File: src/rtl/analog_io_pkg.sv
// analog data path definitions

`default_nettype none

package analog_io_pkg;

  ////////////////////////////////////////////////////////////
  // channel count and widths
  ////////////////////////////////////////////////////////////

  // two analog channels, each with one ADC and one DAC
  localparam int unsigned CHANNELS  = 2;
  // raw ADC word, bits 1..0 reserved
  localparam int unsigned ADC_RAW_W = 16;
  // sample width on both paths
  localparam int unsigned SAMPLE_W  = 14;

  ////////////////////////////////////////////////////////////
  // calibration format
  ////////////////////////////////////////////////////////////

  // gain is signed fixed point, 8192 is unity
  localparam int unsigned GAIN_W     = 16;
  localparam int unsigned GAIN_FRAC  = 13;
  // full product width
  localparam int unsigned CAL_PROD_W = SAMPLE_W + GAIN_W;
  // scaled product plus offset, one guard bit for the add
  localparam int unsigned CAL_SUM_W  = CAL_PROD_W - GAIN_FRAC + 1;

  typedef logic signed [SAMPLE_W-1:0] sample_t;
  typedef logic signed [GAIN_W-1:0]   gain_t;
  typedef logic signed [SAMPLE_W-1:0] offset_t;

  // saturation limits
  localparam sample_t SAMPLE_MAX = sample_t'(8191);
  localparam sample_t SAMPLE_MIN = sample_t'(-8192);

  // DAC code for a zero sample, inverted offset binary
  localparam logic [SAMPLE_W-1:0] DAC_ZERO = {1'b0, {(SAMPLE_W-1){1'b1}}};

  ////////////////////////////////////////////////////////////
  // trigger debounce
  ////////////////////////////////////////////////////////////

  // lockout after an accepted edge, short for simulation
  localparam int unsigned DEBOUNCE_CYCLES = 16;
  localparam int unsigned DEBOUNCE_W      = $clog2(DEBOUNCE_CYCLES + 1);

endpackage : analog_io_pkg

`default_nettype wire
File: src/rtl/analog_io_top.sv
// analog data path top level

`default_nettype none

module analog_io_top import analog_io_pkg::*; (
  input  wire logic                                  adc_clk,
  input  wire logic                                  top_rst,
  // ADC pins
  input  wire logic    [CHANNELS-1:0][ADC_RAW_W-1:0] adc_dat_i,
  // digital loopback enable per channel
  input  wire logic    [CHANNELS-1:0]                loop_en_i,
  // acquisition calibration
  input  wire gain_t   [CHANNELS-1:0]                adc_gain_i,
  input  wire offset_t [CHANNELS-1:0]                adc_offset_i,
  // generation calibration
  input  wire gain_t   [CHANNELS-1:0]                dac_gain_i,
  input  wire offset_t [CHANNELS-1:0]                dac_offset_i,
  // acquisition stream out
  output logic         [CHANNELS-1:0]                osc_valid_o,
  output sample_t      [CHANNELS-1:0]                osc_data_o,
  input  wire logic    [CHANNELS-1:0]                osc_ready_i,
  // generation stream in
  input  wire logic    [CHANNELS-1:0]                gen_valid_i,
  input  wire sample_t [CHANNELS-1:0]                gen_data_i,
  output logic         [CHANNELS-1:0]                gen_ready_o,
  // DAC pins
  output logic         [CHANNELS-1:0][SAMPLE_W-1:0]  dac_dat_o,
  // GPIO trigger
  input  wire logic                                  gpio_trg_i,
  output logic                                       trg_pos_o,
  output logic                                       trg_neg_o
);

  ////////////////////////////////////////////////////////////
  // per channel data paths
  ////////////////////////////////////////////////////////////

  for (genvar ch = 0; ch < CHANNELS; ch++) begin : g_chan

    // front end to ADC calibration
    logic    adc_valid;
    sample_t adc_data;
    // DAC calibration to backend and loopback
    logic    dac_valid;
    sample_t dac_data;

    // register, convert, pick ADC or loopback
    adc_frontend u_frontend (
      .adc_clk      (adc_clk),
      .top_rst      (top_rst),
      .adc_raw_i    (adc_dat_i[ch]),
      .loop_en_i    (loop_en_i[ch]),
      .loop_valid_i (dac_valid),
      .loop_data_i  (dac_data),
      .valid_o      (adc_valid),
      .data_o       (adc_data)
    );

    // acquisition calibration
    // ready is not used, a stalled ADC sample is simply lost
    linear_cal u_cal_adc (
      .adc_clk  (adc_clk),
      .top_rst  (top_rst),
      .gain_i   (adc_gain_i[ch]),
      .offset_i (adc_offset_i[ch]),
      .valid_i  (adc_valid),
      .data_i   (adc_data),
      .ready_o  (),
      .valid_o  (osc_valid_o[ch]),
      .data_o   (osc_data_o[ch]),
      .ready_i  (osc_ready_i[ch])
    );

    // generation calibration, DAC side never stalls
    linear_cal u_cal_dac (
      .adc_clk  (adc_clk),
      .top_rst  (top_rst),
      .gain_i   (dac_gain_i[ch]),
      .offset_i (dac_offset_i[ch]),
      .valid_i  (gen_valid_i[ch]),
      .data_i   (gen_data_i[ch]),
      .ready_o  (gen_ready_o[ch]),
      .valid_o  (dac_valid),
      .data_o   (dac_data),
      .ready_i  (1'b1)
    );

    // offset binary output register
    dac_backend u_dac (
      .adc_clk   (adc_clk),
      .top_rst   (top_rst),
      .valid_i   (dac_valid),
      .data_i    (dac_data),
      .dac_dat_o (dac_dat_o[ch])
    );

  end : g_chan

  ////////////////////////////////////////////////////////////
  // trigger input
  ////////////////////////////////////////////////////////////

  trigger_debounce u_trg (
    .adc_clk   (adc_clk),
    .top_rst   (top_rst),
    .trg_i     (gpio_trg_i),
    .trg_pos_o (trg_pos_o),
    .trg_neg_o (trg_neg_o)
  );

endmodule : analog_io_top

`default_nettype wire

File: src/rtl/trigger_debounce.sv
// GPIO trigger debouncer

`default_nettype none

module trigger_debounce import analog_io_pkg::*; (
  input  wire logic adc_clk,
  input  wire logic top_rst,
  // asynchronous trigger pin
  input  wire logic trg_i,
  // one cycle edge pulses
  output logic      trg_pos_o,
  output logic      trg_neg_o
);

  ////////////////////////////////////////////////////////////
  // synchronizer
  ////////////////////////////////////////////////////////////

  // two flops, bit 1 is the safe one
  logic [1:0] sync_q;

  always_ff @(posedge adc_clk or posedge top_rst) begin
    if (top_rst) begin
      sync_q <= 2'b00;
    end else begin
      sync_q <= {sync_q[0], trg_i};
    end
  end

  ////////////////////////////////////////////////////////////
  // stable level and lockout
  ////////////////////////////////////////////////////////////

  // accepted level
  logic                  state_q;
  // lockout counter, zero when idle
  logic [DEBOUNCE_W-1:0] cnt_q;
  // registered pulses
  logic                  pos_q;
  logic                  neg_q;
  // new level seen outside the lockout
  logic                  accept;

  assign accept = (sync_q[1] != state_q) && (cnt_q == '0);

  always_ff @(posedge adc_clk or posedge top_rst) begin
    if (top_rst) begin
      state_q <= 1'b0;
      cnt_q   <= '0;
      pos_q   <= 1'b0;
      neg_q   <= 1'b0;
    end else if (accept) begin
      // take the new level and start the lockout
      state_q <= sync_q[1];
      cnt_q   <= DEBOUNCE_W'(DEBOUNCE_CYCLES);
      pos_q   <= sync_q[1];
      neg_q   <= ~sync_q[1];
    end else begin
      // changes during lockout are ignored
      if (cnt_q != '0) begin
        cnt_q <= cnt_q - 1'b1;
      end
      pos_q <= 1'b0;
      neg_q <= 1'b0;
    end
  end

  assign trg_pos_o = pos_q;
  assign trg_neg_o = neg_q;

endmodule : trigger_debounce

`default_nettype wire

File: src/rtl/dac_backend.sv
// DAC output formatting

`default_nettype none

module dac_backend import analog_io_pkg::*; (
  input  wire logic                adc_clk,
  input  wire logic                top_rst,
  // stream from calibration, always accepted
  input  wire logic                valid_i,
  input  wire sample_t             data_i,
  // DAC word
  output logic      [SAMPLE_W-1:0] dac_dat_o
);

  ////////////////////////////////////////////////////////////
  // code conversion
  ////////////////////////////////////////////////////////////

  // signed to offset binary with negative slope
  // sign bit stays, magnitude bits flip
  logic [SAMPLE_W-1:0] dac_code;

  assign dac_code = {data_i[SAMPLE_W-1], ~data_i[SAMPLE_W-2:0]};

  ////////////////////////////////////////////////////////////
  // output register
  ////////////////////////////////////////////////////////////

  logic [SAMPLE_W-1:0] dac_q;

  // mid scale after reset
  // otherwise load on each valid sample and hold in between
  always_ff @(posedge adc_clk or posedge top_rst) begin
    if (top_rst) begin
      dac_q <= DAC_ZERO;
    end else if (valid_i) begin
      dac_q <= dac_code;
    end
  end

  // straight from the register to the pins
  assign dac_dat_o = dac_q;

endmodule : dac_backend

`default_nettype wire

File: src/rtl/linear_cal.sv
// linear gain and offset calibration

`default_nettype none

module linear_cal import analog_io_pkg::*; (
  input  wire logic    adc_clk,
  input  wire logic    top_rst,
  // calibration settings, quasi static
  input  wire gain_t   gain_i,
  input  wire offset_t offset_i,
  // input stream
  input  wire logic    valid_i,
  input  wire sample_t data_i,
  output logic         ready_o,
  // output stream
  output logic         valid_o,
  output sample_t      data_o,
  input  wire logic    ready_i
);

  ////////////////////////////////////////////////////////////
  // arithmetic
  ////////////////////////////////////////////////////////////

  // full precision product
  logic signed [CAL_PROD_W-1:0] prod;
  // product scaled back to sample units
  logic signed [CAL_PROD_W-1:0] scaled;
  // scaled product plus offset
  logic signed [CAL_SUM_W-1:0]  sum;
  // saturated result
  sample_t                      clamped;

  // both operands signed, so the multiply is signed
  assign prod   = data_i * gain_i;
  // drop fraction bits, keep sign
  assign scaled = prod >>> GAIN_FRAC;

  // top bits of scaled are sign copies only
  assign sum = $signed(scaled[CAL_SUM_W-1:0]) + offset_i;

  // clamp to the sample range
  always_comb begin
    if (sum > SAMPLE_MAX) begin
      clamped = SAMPLE_MAX;
    end else if (sum < SAMPLE_MIN) begin
      clamped = SAMPLE_MIN;
    end else begin
      clamped = sum[SAMPLE_W-1:0];
    end
  end

  ////////////////////////////////////////////////////////////
  // output register stage
  ////////////////////////////////////////////////////////////

  logic    valid_q;
  sample_t data_q;

  // stage can take a new sample when empty or draining
  assign ready_o = ~valid_q | ready_i;

  // valid follows the input whenever the stage moves
  always_ff @(posedge adc_clk or posedge top_rst) begin
    if (top_rst) begin
      valid_q <= 1'b0;
    end else if (ready_o) begin
      valid_q <= valid_i;
    end
  end

  // payload loads only on an accepted sample
  // held under back pressure
  always_ff @(posedge adc_clk) begin
    if (valid_i && ready_o) begin
      data_q <= clamped;
    end
  end

  assign valid_o = valid_q;
  assign data_o  = data_q;

endmodule : linear_cal

`default_nettype wire

File: src/rtl/adc_frontend.sv
// ADC front end with loopback

`default_nettype none

module adc_frontend import analog_io_pkg::*; (
  input  wire logic                 adc_clk,
  input  wire logic                 top_rst,
  // raw ADC word
  input  wire logic [ADC_RAW_W-1:0] adc_raw_i,
  // loopback control and source
  input  wire logic                 loop_en_i,
  input  wire logic                 loop_valid_i,
  input  wire sample_t              loop_data_i,
  // stream toward calibration
  output logic                      valid_o,
  output sample_t                   data_o
);

  ////////////////////////////////////////////////////////////
  // raw conversion
  ////////////////////////////////////////////////////////////

  // registered ADC sample
  sample_t adc_sample_q;
  // last DAC path sample
  sample_t loop_sample_q;
  // stream valid, high from the first cycle after reset
  logic    valid_q;

  // drop reserved low bits, keep sign, invert magnitude
  always_ff @(posedge adc_clk) begin
    adc_sample_q <= {adc_raw_i[ADC_RAW_W-1],
                     ~adc_raw_i[ADC_RAW_W-2:ADC_RAW_W-SAMPLE_W]};
  end

  ////////////////////////////////////////////////////////////
  // loopback
  ////////////////////////////////////////////////////////////

  // DAC side is always ready, so every valid sample counts
  always_ff @(posedge adc_clk or posedge top_rst) begin
    if (top_rst) begin
      loop_sample_q <= '0;
    end else if (loop_valid_i) begin
      loop_sample_q <= loop_data_i;
    end
  end

  // ADC never stalls
  always_ff @(posedge adc_clk or posedge top_rst) begin
    if (top_rst) begin
      valid_q <= 1'b0;
    end else begin
      valid_q <= 1'b1;
    end
  end

  // output select
  assign valid_o = valid_q;
  assign data_o  = loop_en_i ? loop_sample_q : adc_sample_q;

endmodule : adc_frontend

`default_nettype wire

File: config.mk
export PLATFORM = sky130hd
export DESIGN_NAME = analog_io_top
export DESIGN_NICKNAME = d
export VERILOG_FILES = /design/src/rtl/analog_io_pkg.sv /design/src/rtl/analog_io_top.sv /design/src/rtl/trigger_debounce.sv /design/src/rtl/dac_backend.sv /design/src/rtl/linear_cal.sv /design/src/rtl/adc_frontend.sv
export SDC_FILE = /design/constraint.sdc
export NUM_CORES = 2
export LEC_CHECK = 0
export BUFFER_PORTS_ARGS = -buffer_cell sky130_fd_sc_hd__buf_2
export CAP_MARGIN = 20
export CORE_MARGIN = 2
export CORE_UTILIZATION = 35
export CTS_BUF_LIST = sky130_fd_sc_hd__clkbuf_16
export DETAILED_ROUTE_END_ITERATION = 8
export SETUP_SLACK_MARGIN = 0.2
export SYNTH_ARGS = -nofsm -noshare
export SYNTH_HDL_FRONTEND = slang
export SYNTH_HIERARCHICAL = 1
export SYNTH_SLANG_ARGS = --single-unit
File: constraint.sdc
create_clock -name adc_clk -period 22.3 [get_ports adc_clk]
set_clock_uncertainty 0.1 [all_clocks]
set_input_delay 6.69 -clock adc_clk [delete_from_list [all_inputs] [get_ports adc_clk]]
set_output_delay 6.69 -clock adc_clk [all_outputs]
set_load 0.03 [all_outputs]
==> run summary <==
The total area inside the core boundary comes to approximately 120000 um2. The min-delay analysis places its worst path in the category register to register. The via count of the first global-routing pass is roughly 31000.

The mean area per synthesized cell is around 9.5 um2. The layout cell share with drive strength beyond 1 came out at under 10%. The leading register cell type out of synthesis is sky130_fd_sc_hd__edfxtp_1. The number of H-tree levels is 4. The die extent in x is between 300 and 400 um. After detailed placement, the total cell area comes to around 44000 um2. Setup repair after global routing left no endpoint under its margin.

Data arrives at the worst endpoint at approximately 16 ns. For this design, the sink count on the clock tree is roughly 160. The run finished with clean final reports. The synthesized design devotes to its leading area cell type about two fifths of total area. The residual antenna-violating net count after detailed routing is 0. At the worst endpoint, the required time is between 20 and 25 ns. The count of cell types in the netlist is 90. For this block, the via count after detailed routing is 29100. The synthesized instance count is 4424. The final hold violation count is 0. The maximum number of pins on one net before global-route repair came out at 38. The post-CTS setup buffer count came out at 0. The placed wire-length estimate after detailed placement came out at about 87000 um. The DRC violation count after routing came out at 0. The most frequent cell on the critical path is sky130_fd_sc_hd__fa_1. Post-CTS repair changed the size of 0 cells.

The final sum of negative setup slack came out at 0 ns. The initial detailed-routing violation count came out at roughly 1200. The library cell occupying the most area in the post-synthesis netlist is sky130_fd_sc_hd__fa_1. The number of fillers in the final layout came out at ~12000. No sink is reached through more buffers than the 2 on the longest clock path. By area the synthesized netlist is led by sky130_fd_sc_hd__fa_1 42%, sky130_fd_sc_hd__ha_1 10%, sky130_fd_sc_hd__inv_1 9.5%. The count of flip-flops with a built-in enable after synthesis is between 50 and 60. For the pin with the worst max-slew slack, the measured transition is around 1 ns.

The number of hold buffers added after cts came out at 0. The maximum cell stage delay along the critical path is between 0.7 and 0.8 ns. The slowest stage of the critical path is the sky130_fd_sc_hd__o41ai_4 cell.

The first-pass iteration count of the detailed router came out at 5. After detailed routing, the number of vias per cell comes to around 4.7. The total count of max-transition violations in the final report came out at 0. STA classifies the critical path endpoint as a register. The die outline height came out at between 300 and 400 um. The count of buffers from port buffering is roughly 240.

The clock-pin slew on the worst setup and hold paths came out at 0.07 ns. The category of the critical setup timing path is primary input to register. The number of failing setup endpoints in the final timing report came out at 0. The clock root buffer is sky130_fd_sc_hd__clkbuf_16.

The cell row count is about 130. The worst slew margin relative to its limit is between 30% and 40%. The area of the die is between 100000 and 150000 um2.

The final non-filler cell area came out at 45100 um2. The CTS buffer count is 17. The post-layout minimum cycle time is 15.67 ns. The total global routing overflow is 0. At the end of routability-driven placement, the weighted congestion stood at about 0.85.

The most common cell in the synthesized netlist is sky130_fd_sc_hd__inv_1. After synthesis the cells add up to between 40000 and 50000 um2. The top achievable clock speed is roughly 0.064 GHz. TritonCTS built the clock tree.

After detailed routing, the total wire length is 103000 um. Across the run, the number of max-cap violations was 0. The initial core utilization came out at between 30% and 40%. The global-route total usage across every layer came out at 17.4%. The synthesis warning total is 6. The worst setup path is launched from a primary input. In this run, synthesis produced a sequential element count of about 160.

The number of antenna violations at the first check in global routing came out at 10. The relative area change from synthesis to final layout is 7.63%. The post-route clock period utilization came out at 70.3%. The routed length per placed instance is 16.7 um. The sequential fraction of the synthesis area is around a tenth. The I/O pin total is around 250. The commonest cells after synthesis are 1055 x sky130_fd_sc_hd__inv_1, 876 x sky130_fd_sc_hd__fa_1, 498 x sky130_fd_sc_hd__and2_1.

The insertion delay to the later sink of the worst-skew pair is between 0.4 and 0.5 ns. The biggest fanout along the worst timing path came out at 16. The layout net count is about 6000. For this run, asynchronously set or reset flops after synthesis account for 46.2%. The first-pass GRT wire length is between 150000 and 200000 um.
[through the flow]
step                      utilization [%]  std cells  hold WS (ns)  setup slack (ns)
after floorplan                         -       4425         0.231              7.43
final                                38.1       6162         0.253              6.63
after CTS                            38.0       6158         0.259              6.67
after global routing                 38.0       6159         0.274              6.12
after global placement               37.6       6126         0.235              6.16
after detailed placement             37.6       6126         0.241              6.14
[registers in the layout, indices dropped and copies added, names as in the netlist]
signal	cells
g_chan.u_frontend/adc_sample_q	28
u_trg/cnt_q	5
u_trg/trg_pos_o	1
u_trg/trg_neg_o	1
u_trg/sync_q	2
g_chan.u_cal_adc/data_o	28
g_chan.u_frontend/loop_sample_q	28
g_chan.u_frontend/valid_o	2
g_chan.u_cal_adc/valid_o	2
g_chan.u_cal_dac/valid_o	2
u_trg/state_q	1
g_chan.u_dac/dac_dat_o	28
g_chan.u_cal_dac/data_o	28
[routing by layer]
layer | global-route usage [%] | share of wire, %
met2 | 28.5 | 47
met4 | 5.01 | 2.4
met5 | 0 | 0.088
met1 | 23.5 | 45
met3 | 3.13 | 5.1
[layout by cell type, fill, tap and decap left out, types with 44 or more instances in the layout]
master	synthesis	routed
sky130_fd_sc_hd__a21o_1	47	47
sky130_fd_sc_hd__a21oi_1	93	93
sky130_fd_sc_hd__and2_1	498	498
sky130_fd_sc_hd__buf_2	0	244
sky130_fd_sc_hd__dfrtp_1	46	44
sky130_fd_sc_hd__edfxtp_1	56	56
sky130_fd_sc_hd__fa_1	876	876
sky130_fd_sc_hd__ha_1	341	341
sky130_fd_sc_hd__inv_1	1055	1055
sky130_fd_sc_hd__mux2_2	60	60
sky130_fd_sc_hd__nand2_1	404	404
sky130_fd_sc_hd__nand2b_1	45	45
sky130_fd_sc_hd__nor2_1	116	116
sky130_fd_sc_hd__o21ai_0	65	65
sky130_fd_sc_hd__xnor2_1	105	105
[critical path, delay by kind of cell]
kind	cells	cell delay [ns]
fa+ha+maj	8	4.07
compound gates	9	2.72
simple gates	5	0.93
buf+inv	5	0.78
mux	1	0.55
xor+xnor	1	0.16
[final timing paths]
path                                                        from                       endpoint  slack (ns)  depth (start not counted)
min in group asynchronous                                top_rst    g_chan[0].u_cal_dac/valid_o        6.16                          2
setup / recovery                                    loop_en_i[0]  g_chan[0].u_cal_adc/data_o[5]        6.63                         29
hold / removal                                   u_trg/sync_q[0]                u_trg/sync_q[1]        0.25                          0
hold reg to reg                                  u_trg/sync_q[0]                u_trg/sync_q[1]        0.25                          0
setup reg to reg           g_chan[0].u_frontend/loop_sample_q[2]  g_chan[0].u_cal_adc/data_o[5]       12.99                         28
max in group asynchronous                                top_rst  g_chan[0].u_dac/dac_dat_o[13]       15.05                          2
[layout make-up]
cell class	count	area [um2]	area share, %
timing repair buffer	245	1230	2.73
clock inverter	15	151	0.336
inverter	1055	3960	8.79
clock buffer	17	425	0.944
tap	1600	2000	4.44
antenna	4	10.0	0.0222
multi-input combinational	3070	33200	73.7
sequential	156	4080	9.05
[cell families after synthesis]
logic type               after synthesis  share of synthesized area, %
XOR/XNOR                             147                          3.20
adder cells (fa/ha/maj)             1217                          52.1
other                                  3                        0.0269
AND/OR/NAND/NOR                     1212                          15.1
AO/OA/AOI/OAI                        419                          7.02
multiplexers                          71                          1.89
buffers and inverters               1199                          11.0
flip-flops                           156                          9.74
Power is not shown: default switching activity piles up to over one toggle a cycle in this logic, so the estimate is an artifact.
